File: src/common/bch_config.svh
/*
  code and array sizes for the extended BCH(16,5) encoder
  BCH_GPOLY holds the 11-bit generator, x^10 term included
  BCH_LANES must be 2 or more, BCH_FIFO_DEPTH a power of two
*/

`ifndef BCH_CONFIG_SVH
`define BCH_CONFIG_SVH

//------------------------------------------------------------
// code geometry
//------------------------------------------------------------

`define BCH_N          15       // base code length
`define BCH_K          5        // message bits
`define BCH_NPAR       10       // parity bits, n - k
`define BCH_GPOLY      11'h537  // x^10+x^8+x^5+x^4+x^2+x+1

//------------------------------------------------------------
// array sizes
//------------------------------------------------------------

`define BCH_LANES      4        // serial encoder lanes
`define BCH_FIFO_DEPTH 4        // codeword fifo entries

`endif

File: src/common/bch_pkg.sv
/*
  shared vector types and the lane state enum
  widths follow the sizes in the config header
*/

`include "bch_config.svh"

package bch_pkg;

  typedef logic [`BCH_K-1:0]    msg_t;  // message, bit 4 goes out first
  typedef logic [`BCH_NPAR-1:0] par_t;  // lfsr state
  typedef logic [`BCH_N:0]      cw_t;   // data 15..11, parity 10..1, even bit 0

  typedef logic [$clog2(`BCH_LANES)-1:0]    lane_id_t;
  typedef logic [$clog2(`BCH_N+1)-1:0]      bit_cnt_t;  // serial step
  typedef logic [$clog2(`BCH_FIFO_DEPTH):0] fifo_cnt_t; // 0..depth

  typedef logic [1:0]  wb_adr_t;
  typedef logic [31:0] wb_dat_t;

  typedef enum logic [2:0] {
    IDLE,
    DATA,
    PARITY,
    EVEN,
    DONE
  } lane_state_e;

endpackage

File: src/common/bch_if.sv
/*
  lane handshake and codeword read port
  lane takes load && !busy, releases cw on done && ack
  pop only counts while rdy is high
*/

`timescale 1ns/1ps

interface bch_lane_if;

  logic            load;  // dispatcher hands over msg
  bch_pkg::msg_t   msg;
  logic            busy;  // lane occupied, done included
  logic            done;  // cw valid, held until ack
  bch_pkg::cw_t    cw;
  logic            ack;   // collector took cw

  modport dispatch (output load, output msg, input busy);
  modport lane     (input load, input msg, input ack,
                    output busy, output done, output cw);
  modport collect  (input done, input cw, output ack);

endinterface

interface bch_rd_if;

  logic                pop;   // from bus slave
  logic                rdy;   // fifo not empty
  bch_pkg::cw_t        cw;    // head entry
  bch_pkg::fifo_cnt_t  count;

  modport host (output pop, input rdy, input cw, input count);
  modport fifo (input pop, output rdy, output cw, output count);

endinterface

File: src/rtl/bch_wb_slave.sv
/*
  wishbone classic slave, no err/rty
  write 0 waits for a free lane, read 1 waits for a codeword
  master must drop stb after ack, no new request in the ack cycle
*/

`timescale 1ns/1ps

`include "bch_config.svh"

module bch_wb_slave (
  input  logic              iclk,
  input  logic              ireset,
  input  logic              wb_cyc,
  input  logic              wb_stb,
  input  logic              wb_we,
  input  bch_pkg::wb_adr_t  wb_adr,
  input  bch_pkg::wb_dat_t  wb_wdat,
  output bch_pkg::wb_dat_t  wb_rdat,
  output logic              wb_ack,
  output logic              msg_valid,
  output bch_pkg::msg_t     msg,
  input  logic              msg_taken,
  input  logic              lane_free,
  bch_rd_if.host            rd
);

  localparam bch_pkg::wb_adr_t ADR_MSG  = 2'd0;
  localparam bch_pkg::wb_adr_t ADR_CW   = 2'd1;
  localparam bch_pkg::wb_adr_t ADR_STAT = 2'd2;

  logic              req;
  logic              msg_wr;
  logic              cw_rd;
  logic              ack_next;
  bch_pkg::wb_dat_t  rdat_next;

  //------------------------------------------------------------
  // decode, request is held until its condition holds
  //------------------------------------------------------------

  always_comb begin
    req    = wb_cyc && wb_stb && !wb_ack;  // ack cycle is dead time
    msg_wr = req && wb_we && (wb_adr == ADR_MSG);
    cw_rd  = req && !wb_we && (wb_adr == ADR_CW);

    msg_valid = msg_wr;
    rd.pop    = cw_rd && rd.rdy;  // fifo steps on the edge raising ack

    if (msg_wr) begin
      ack_next = msg_taken;       // wait state until a lane is free
    end else if (cw_rd) begin
      ack_next = rd.rdy;          // wait state while fifo empty
    end else begin
      ack_next = req;             // status, unmapped
    end
  end

  assign msg = wb_wdat[`BCH_K-1:0];

  // read mux
  always_comb begin
    rdat_next = '0;
    if (!wb_we && (wb_adr == ADR_CW)) begin
      rdat_next[$bits(bch_pkg::cw_t)-1:0] = rd.cw;
    end else if (!wb_we && (wb_adr == ADR_STAT)) begin
      rdat_next[0] = lane_free;
      rdat_next[1] = rd.rdy;
      rdat_next[4 +: $bits(bch_pkg::fifo_cnt_t)] = rd.count;
    end
  end

  //------------------------------------------------------------
  // registered ack and read data
  //------------------------------------------------------------

  always_ff @(posedge iclk or posedge ireset) begin
    if (ireset) begin
      wb_ack <= 1'b0;
    end else begin
      wb_ack <= ack_next;  // single pulse, req masks the ack cycle
    end
  end

  always_ff @(posedge iclk) begin
    if (ack_next) begin
      wb_rdat <= rdat_next;
    end
  end

endmodule

File: src/rtl/bch_dispatch.sv
/*
  round-robin hand-off of messages to the lanes
  no lane is skipped, so a busy lane at the pointer stalls the bus
*/

`timescale 1ns/1ps

`include "bch_config.svh"

module bch_dispatch (
  input  logic           iclk,
  input  logic           ireset,
  input  logic           msg_valid,
  input  bch_pkg::msg_t  msg,
  output logic           msg_taken,
  output logic           lane_free,
  bch_lane_if.dispatch   lanes [`BCH_LANES]
);

  bch_pkg::lane_id_t      ptr;      // next lane in order
  logic [`BCH_LANES-1:0]  busy_vec;

  for (genvar i = 0; i < `BCH_LANES; i++) begin : g_lane
    assign busy_vec[i] = lanes[i].busy;
    // load only at the pointer, never into a busy lane
    assign lanes[i].load = msg_valid && (ptr == bch_pkg::lane_id_t'(i)) && !busy_vec[i];
    assign lanes[i].msg  = msg;
  end

  assign lane_free = !busy_vec[ptr];
  assign msg_taken = msg_valid && lane_free;  // same cycle as load

  always_ff @(posedge iclk or posedge ireset) begin
    if (ireset) begin
      ptr <= '0;
    end else if (msg_taken) begin
      if (ptr == bch_pkg::lane_id_t'(`BCH_LANES-1)) begin
        ptr <= '0;  // wrap, lane count need not be a power of two
      end else begin
        ptr <= ptr + 1'b1;
      end
    end
  end

endmodule

File: src/bch_enc/bch_enc_lane.sv
/*
  one bit-serial extended BCH(16,5) encoder lane
  16 steps: 5 data, 10 parity, 1 even bit, packed msb first
  fixed generator from the config header, codeword held until ack
*/

`timescale 1ns/1ps

`include "bch_config.svh"

module bch_enc_lane (
  input  logic      iclk,
  input  logic      ireset,
  bch_lane_if.lane  lane
);

  localparam logic [`BCH_NPAR:0] GPOLY = `BCH_GPOLY;

  localparam bch_pkg::bit_cnt_t LAST_DATA = bch_pkg::bit_cnt_t'(`BCH_K - 1);
  localparam bch_pkg::bit_cnt_t LAST_PAR  = bch_pkg::bit_cnt_t'(`BCH_N - 1);

  bch_pkg::lane_state_e  state;
  bch_pkg::bit_cnt_t     cnt;     // step index 0..15
  bch_pkg::msg_t         msg_sr;  // data shifter, top bit first
  bch_pkg::par_t         lfsr;
  bch_pkg::par_t         lfsr_next;
  bch_pkg::cw_t          cw_r;    // packer
  logic                  even;    // running parity of sent bits
  logic                  fb;
  logic                  out_bit;
  logic                  start;
  logic                  step;

  assign start = lane.load && !lane.busy;
  assign step  = (state == bch_pkg::DATA) || (state == bch_pkg::PARITY) ||
                 (state == bch_pkg::EVEN);

  //------------------------------------------------------------
  // sequencer
  //------------------------------------------------------------

  always_ff @(posedge iclk or posedge ireset) begin
    if (ireset) begin
      state <= bch_pkg::IDLE;
      cnt   <= '0;
    end else begin
      case (state)
        bch_pkg::IDLE: begin
          if (start) begin
            state <= bch_pkg::DATA;
            cnt   <= '0;
          end
        end
        bch_pkg::DATA: begin
          cnt <= cnt + 1'b1;
          if (cnt == LAST_DATA) state <= bch_pkg::PARITY;
        end
        bch_pkg::PARITY: begin
          cnt <= cnt + 1'b1;
          if (cnt == LAST_PAR) state <= bch_pkg::EVEN;
        end
        bch_pkg::EVEN: state <= bch_pkg::DONE;            // step 16
        bch_pkg::DONE: if (lane.ack) state <= bch_pkg::IDLE;
        default: state <= bch_pkg::IDLE;
      endcase
    end
  end

  //------------------------------------------------------------
  // lfsr and output bit
  //------------------------------------------------------------

  always_comb begin
    // feedback only while data streams, zero shifts parity out
    fb = (state == bch_pkg::DATA) ? (msg_sr[`BCH_K-1] ^ lfsr[`BCH_NPAR-1]) : 1'b0;
    lfsr_next[0] = GPOLY[0] & fb;
    for (int i = 1; i < `BCH_NPAR; i++) begin
      lfsr_next[i] = lfsr[i-1] ^ (GPOLY[i] & fb);
    end
  end

  always_comb begin
    case (state)
      bch_pkg::DATA:   out_bit = msg_sr[`BCH_K-1];
      bch_pkg::PARITY: out_bit = lfsr[`BCH_NPAR-1];
      bch_pkg::EVEN:   out_bit = even;
      default:         out_bit = 1'b0;
    endcase
  end

  // datapath, loaded on start
  always_ff @(posedge iclk) begin
    if (start) begin
      msg_sr <= lane.msg;
      lfsr   <= '0;
      even   <= 1'b0;
    end else if (step) begin
      msg_sr <= msg_sr << 1;
      lfsr   <= lfsr_next;
      even   <= even ^ out_bit;  // last update in EVEN is don't care
      cw_r   <= {cw_r[$bits(bch_pkg::cw_t)-2:0], out_bit};
    end
  end

  assign lane.busy = (state != bch_pkg::IDLE);
  assign lane.done = (state == bch_pkg::DONE);
  assign lane.cw   = cw_r;

endmodule

File: src/rtl/bch_collect.sv
/*
  drains done lanes in round-robin order into the codeword fifo
  a full fifo leaves the lane at the pointer holding done
  codeword visible one cycle after done && ack
*/

`timescale 1ns/1ps

`include "bch_config.svh"

module bch_collect (
  input  logic         iclk,
  input  logic         ireset,
  bch_lane_if.collect  lanes [`BCH_LANES],
  bch_rd_if.fifo       rd
);

  localparam int AW = $clog2(`BCH_FIFO_DEPTH);

  bch_pkg::lane_id_t      ptr;  // drain pointer
  logic [`BCH_LANES-1:0]  done_vec;
  bch_pkg::cw_t           cw_vec [`BCH_LANES];
  bch_pkg::cw_t           mem [`BCH_FIFO_DEPTH];
  logic [AW-1:0]          wr_ptr;
  logic [AW-1:0]          rd_ptr;
  bch_pkg::fifo_cnt_t     count;
  logic                   full;
  logic                   push;
  logic                   pop;

  assign full = (count == bch_pkg::fifo_cnt_t'(`BCH_FIFO_DEPTH));
  assign push = done_vec[ptr] && !full;
  assign pop  = rd.pop && rd.rdy;

  for (genvar i = 0; i < `BCH_LANES; i++) begin : g_lane
    assign done_vec[i]  = lanes[i].done;
    assign cw_vec[i]    = lanes[i].cw;
    assign lanes[i].ack = done_vec[i] && !full && (ptr == bch_pkg::lane_id_t'(i));
  end

  //------------------------------------------------------------
  // pointers and occupancy
  //------------------------------------------------------------

  always_ff @(posedge iclk or posedge ireset) begin
    if (ireset) begin
      ptr    <= '0;
      wr_ptr <= '0;
      rd_ptr <= '0;
      count  <= '0;
    end else begin
      if (push) begin
        ptr    <= (ptr == bch_pkg::lane_id_t'(`BCH_LANES-1)) ? '0 : ptr + 1'b1;
        wr_ptr <= wr_ptr + 1'b1;  // depth is a power of two
      end
      if (pop) rd_ptr <= rd_ptr + 1'b1;
      case ({push, pop})
        2'b10:   count <= count + 1'b1;
        2'b01:   count <= count - 1'b1;
        default: count <= count;  // none or both
      endcase
    end
  end

  always_ff @(posedge iclk) begin
    if (push) mem[wr_ptr] <= cw_vec[ptr];
  end

  assign rd.rdy   = (count != '0);
  assign rd.cw    = mem[rd_ptr];  // head, valid while rdy
  assign rd.count = count;

endmodule

File: src/rtl/bch_enc_top.sv
/*
  multi-lane extended BCH(16,5) encoder behind a wishbone classic slave
  codewords come back in write order, latency varies
  poll status bit 1 or let the address 1 read wait
*/

`timescale 1ns/1ps

`include "bch_config.svh"

module bch_enc_top (
  input  logic              iclk,
  input  logic              ireset,
  input  logic              wb_cyc,
  input  logic              wb_stb,
  input  logic              wb_we,
  input  bch_pkg::wb_adr_t  wb_adr,
  input  bch_pkg::wb_dat_t  wb_wdat,
  output bch_pkg::wb_dat_t  wb_rdat,
  output logic              wb_ack
);

  logic           msg_valid;
  bch_pkg::msg_t  msg;
  logic           msg_taken;
  logic           lane_free;

  bch_lane_if lane_if [`BCH_LANES] ();
  bch_rd_if   rd_if ();

  //------------------------------------------------------------
  // bus side
  //------------------------------------------------------------

  bch_wb_slave i_bch_wb_slave (
    .iclk      (iclk),
    .ireset    (ireset),
    .wb_cyc    (wb_cyc),
    .wb_stb    (wb_stb),
    .wb_we     (wb_we),
    .wb_adr    (wb_adr),
    .wb_wdat   (wb_wdat),
    .wb_rdat   (wb_rdat),
    .wb_ack    (wb_ack),
    .msg_valid (msg_valid),
    .msg       (msg),
    .msg_taken (msg_taken),
    .lane_free (lane_free),
    .rd        (rd_if.host)
  );

  bch_dispatch i_bch_dispatch (
    .iclk      (iclk),
    .ireset    (ireset),
    .msg_valid (msg_valid),
    .msg       (msg),
    .msg_taken (msg_taken),
    .lane_free (lane_free),
    .lanes     (lane_if)
  );

  //------------------------------------------------------------
  // encoder lanes and collector
  //------------------------------------------------------------

  for (genvar i = 0; i < `BCH_LANES; i++) begin : g_lane
    bch_enc_lane i_bch_enc_lane (
      .iclk   (iclk),
      .ireset (ireset),
      .lane   (lane_if[i])
    );
  end

  bch_collect i_bch_collect (
    .iclk   (iclk),
    .ireset (ireset),
    .lanes  (lane_if),
    .rd     (rd_if.fifo)
  );

endmodule

File: config.mk
export PLATFORM = sky130hd
export DESIGN_NAME = bch_enc_top
export DESIGN_NICKNAME = d
export VERILOG_FILES = /design/src/common/bch_pkg.sv /design/src/common/bch_if.sv /design/src/rtl/bch_wb_slave.sv /design/src/rtl/bch_dispatch.sv /design/src/bch_enc/bch_enc_lane.sv /design/src/rtl/bch_collect.sv /design/src/rtl/bch_enc_top.sv
export VERILOG_INCLUDE_DIRS = /design/src /design/src/common
export SDC_FILE = /design/constraint.sdc
export NUM_CORES = 1
export LEC_CHECK = 0
export BUFFER_PORTS_ARGS = -buffer_cell sky130_fd_sc_hd__buf_2
export CAP_MARGIN = 20
export CORE_AREA = 2 2 157 159
export CTS_CLUSTER_DIAMETER = 100
export DETAILED_ROUTE_END_ITERATION = 8
export DIE_AREA = 0 0 159 161
export GPL_ROUTABILITY_DRIVEN = 0
export PLACE_DENSITY = 0.64
export SETUP_SLACK_MARGIN = 0.02
export SKIP_CTS_REPAIR_TIMING = 1
export SYNTH_ARGS = -nofsm -noshare
export SYNTH_HDL_FRONTEND = slang
export SYNTH_SLANG_ARGS = --single-unit
File: constraint.sdc
create_clock -name iclk -period 3.2 [get_ports iclk]
set_input_delay 0.64 -clock iclk [delete_from_list [all_inputs] [get_ports iclk]]
set_output_delay 0.64 -clock iclk [all_outputs]
set_load 0.05 [all_outputs]
==> summary.json <==
{
  "synth.distinct_cells": {"value": 61},
  "final_hpwl_dp": {"value": 11980, "unit": "um"},
  "commonest_cells_post_synth": {"value": "sky130_fd_sc_hd__edfxtp_1 (164), sky130_fd_sc_hd__nand2_1 (51), sky130_fd_sc_hd__dfxtp_1 (44), sky130_fd_sc_hd__dfrtp_1 (40)"},
  "pwr_density_cell": {"value": 846.5, "unit": "nW/um2"},
  "number_of_synthesized_register_bits": {"value": 248},
  "via_per_inst": {"value": 5.098},
  "cts_root_buf": {"value": "sky130_fd_sc_hd__clkbuf_16"},
  "clockBufferDepth": {"value": 3},
  "pin_count_of_the_biggest_net_entering_global_routing": {"value": 41},
  "io_pins": {"value": 72},
  "timing_worst_slew_pin_value": {"value": 952.0, "unit": "ps"},
  "clock-skew-final": {"value": 8.135, "unit": "ps"},
  "synthDominantAreaCellType": {"value": "sky130_fd_sc_hd__edfxtp_1"},
  "initial_utilization": {"value": 44.47, "unit": "%"},
  "cts_num_sinks": {"value": 248},
  "timing.critical_path.buf_inv": {"value": 0},
  "maxCapViolCount": {"value": 0},
  "max-vdd-ir-drop": {"value": 0.4092, "unit": "mV"},
  "worstSkewPairLatency": {"value": 530, "unit": "ps"},
  "io_buffers": {"value": 28},
  "synth.area.top_cells": {"value": "sky130_fd_sc_hd__edfxtp_1 (46%), sky130_fd_sc_hd__dfrtp_1 (9.4%), sky130_fd_sc_hd__dfxtp_1 (8.3%), sky130_fd_sc_hd__mux4_2 (7.0%), sky130_fd_sc_hd__ha_1 (2.9%)"},
  "synth_seq_area_share": {"value": 63.88, "unit": "%"},
  "timing.final.setup_violations": {"value": 0},
  "std_cell_rows": {"value": 57},
  "tritoncts.num_buffers": {"value": 27},
  "synth_area": {"value": 10660, "unit": "um2"},
  "fin_nets": {"value": 871},
  "core-area": {"value": 23960, "unit": "um2"},
  "antenna_found_initial": {"value": 0},
  "final_period_minus_worst_setup_slack": {"value": 2585, "unit": "ps"},
  "synth_ff_type": {"value": "sky130_fd_sc_hd__edfxtp_1"},
  "die_area": {"value": 25600, "unit": "um2"},
  "timing.max_slew.rel_slack": {"value": 36.53, "unit": "%"},
  "floorplan.die.width": {"value": 159, "unit": "um"},
  "critical_path_class": {"value": "reg -> reg"},
  "drc": {"value": 0},
  "yosysWarningCount": {"value": 0},
  "tritoncts": {"value": "built"},
  "post_drt_wl_per_cell": {"value": 15.95, "unit": "um"},
  "min_period_over_period": {"value": 80.78, "unit": "%"},
  "worst_path_largest_cell_delay": {"value": 740, "unit": "ps"},
  "cpMaxStageDelayCell": {"value": "sky130_fd_sc_hd__a21oi_2"},
  "setup_total_negative_slack": {"value": 0, "unit": "ps"},
  "report.final.hold_viol_count": {"value": 0},
  "cts.htree.levels": {"value": 1},
  "startpoint_type": {"value": "flop"},
  "global_route.usage.total": {"value": 14.56, "unit": "%"},
  "fillers": {"value": 2031},
  "first_global_vias": {"value": 5705},
  "drt_first_iter_violations": {"value": 293},
  "first_pass_grt_wire_length": {"value": 30250, "unit": "um"},
  "share_of_flip_flops_with_an_asynchronous_set_or_reset": {"value": 16.13, "unit": "%"},
  "via_count": {"value": 5863},
  "cp_top_family": {"value": "compound AO/OA/AOI/OAI gates"},
  "max_slew_violation_count": {"value": 0},
  "worst-endpoint-required": {"value": 3350, "unit": "ps"},
  "synth.most_common_cell": {"value": "sky130_fd_sc_hd__edfxtp_1"},
  "synth.top_cell.area_share": {"value": 46.22, "unit": "%"},
  "post_synth_inst_count": {"value": 756},
  "area_growth_syn_to_layout": {"value": 13.41, "unit": "%"},
  "chip_height": {"value": 161, "unit": "um"},
  "worst-path-max-fanout": {"value": 17},
  "clkTransAtPathRegs": {"value": 60, "unit": "ps"},
  "globalRouteOverflowTotal": {"value": 0},
  "multiInputGateArea": {"value": 3503, "unit": "um2"},
  "critical_path_cell_list": {"value": "or3_4 > mux4_2 > a21oi_2"},
  "synth_edf_count": {"value": 164},
  "routed_antenna_nets": {"value": 0},
  "syn_area_per_cell": {"value": 14.09, "unit": "um2"},
  "fmax": {"value": 0.3868, "unit": "GHz"},
  "drt_pre_antenna_iters": {"value": 4},
  "static-leakage-power": {"value": 4.503, "unit": "nW"},
  "n_antenna_cell": {"value": 0},
  "setup.worst_path.end_class": {"value": "flop"},
  "seq_area": {"value": 6807, "unit": "um2"},
  "detail_route.wirelength": {"value": 18340, "unit": "um"},
  "final_core_util": {"value": 50.43, "unit": "%"},
  "worst_hold_path_type": {"value": "in -> async"},
  "cp.arrival": {"value": 2730, "unit": "ps"},
  "outcome": {"value": "finished, final reports clean"},
  "rsz0062_at_grt": {"value": "no"},
  "drive_gt1_share": {"value": 20.70, "unit": "%"}
}
-- final cells by class --
type / count / share of cell area (%)
clock buffers: 36 / 6.295
clock inverters: 13 / 0.8905
inverters: 36 / 1.118
flip-flops and latches: 248 / 56.33
multi-input cells: 435 / 28.99
well taps: 324 / 3.355
repair buffers: 58 / 3.023
-- layer usage --
metal / wire (um) / vias to the layer above / GRT usage, %
met5: 0 / - / 0
met4: 462 / 0 / 4.256
met3: 692 / 32 / 2.131
met2: 8300 / 107 / 22.98
met1: 8887 / 2883 / 21.20
li1: - / 2841 / -
-- cells by family after synthesis --
family | after synthesis | share of synthesized area (%)
adders and majority gates | 26 | 3.124
AOI/OAI and AO/OA | 118 | 7.469
DFF | 248 | 63.88
muxes | 60 | 9.770
and+or+nand+nor | 174 | 8.525
other | 1 | 0.03519
xor gates and xnor gates | 41 | 3.370
buffers and inverters | 88 | 3.828
-- worst reg2reg max path: cells and delay by family (launching register included) --
| family | cells | cell delay, ps |
|---|---|---|
| flip-flops | 1 | 480 |
| AND/OR/NAND/NOR | 1 | 450 |
| AO/OA/AOI/OAI | 1 | 740 |
| multiplexers | 1 | 520 |
-- where the power goes --
group	internal (mW)	switching, mW	leakage (nW)	total (mW)
Combinational	1.14	1.31	1.74	2.46
Clock	1.76	1.24	0.427	2.99
Sequential	4.31	0.469	2.34	4.78
Total	7.21	3.02	4.50	10.2
-- through the flow --
stage	hold WS [ps]	setup slack, ps	power [mW]	std cells	area (um2)
floorplan	418.7	544.0	6.696	771	10710
global placement	426.4	446.3	7.250	1101	11220
detailed placement	431.8	434.8	7.339	1101	11220
CTS	337.3	585.2	10.37	1150	12080
global route	393.2	506.9	10.82	1150	12080
finish	311.8	614.9	10.23	1150	12080
-- cell usage in the layout (no fill, tap or decap), types with 25 or more instances in the layout --
master and instances:
sky130_fd_sc_hd__mux4_2 33, sky130_fd_sc_hd__xnor2_1 30, sky130_fd_sc_hd__ha_1 25, sky130_fd_sc_hd__o21ai_0 35, sky130_fd_sc_hd__buf_4 30, sky130_fd_sc_hd__inv_1 34, sky130_fd_sc_hd__clkbuf_16 28, sky130_fd_sc_hd__dfrtp_1 40
sky130_fd_sc_hd__nand2_1 51, sky130_fd_sc_hd__edfxtp_1 164, sky130_fd_sc_hd__dfxtp_1 44, sky130_fd_sc_hd__buf_2 28, sky130_fd_sc_hd__nor2_1 33
-- registers in the layout, indices dropped and copies added (netlist names) --
name,cells
i_bch_collect.wr_ptr,2
g_lane.i_bch_enc_lane.cnt,16
g_lane.i_bch_enc_lane.state,12
i_bch_wb_slave.wb_rdat,16
g_lane.i_bch_enc_lane.lane.cw,64
i_bch_collect.ptr,2
g_lane.i_bch_enc_lane.even,4
i_bch_collect.rd_ptr,2
i_bch_collect.rd.count,3
i_bch_dispatch.ptr,2
g_lane.i_bch_enc_lane.msg_sr,20
i_bch_wb_slave.wb_ack,1
i_bch_collect.mem,64
g_lane.i_bch_enc_lane.lfsr,40
-- worst paths after layout --
kind / start / to / slack (ps) / cells after the start
setup / recovery: g_lane[2].i_bch_enc_lane.state[0]$_DFFE_PP0P_ / i_bch_wb_slave.wb_rdat[9]$_SDFFCE_PN0P_ / 610 / 3
hold / removal: ireset / g_lane[0].i_bch_enc_lane.state[2]$_DFFE_PP0P_ / 310 / 2
setup reg to reg: g_lane[2].i_bch_enc_lane.state[0]$_DFFE_PP0P_ / i_bch_wb_slave.wb_rdat[9]$_SDFFCE_PN0P_ / 610 / 3
hold reg to reg: g_lane[1].i_bch_enc_lane.lane.cw[11]$_DFFE_PP_ / g_lane[1].i_bch_enc_lane.lane.cw[12]$_DFFE_PP_ / 440 / 0
max in group asynchronous: ireset / g_lane[3].i_bch_enc_lane.state[2]$_DFFE_PP0P_ / 2320 / 2
min in group iclk: wb_wdat[0] / g_lane[3].i_bch_enc_lane.msg_sr[0]$_SDFFCE_PN0P_ / 430 / 2
No activity file was read; power rests on OpenSTA's default activity.
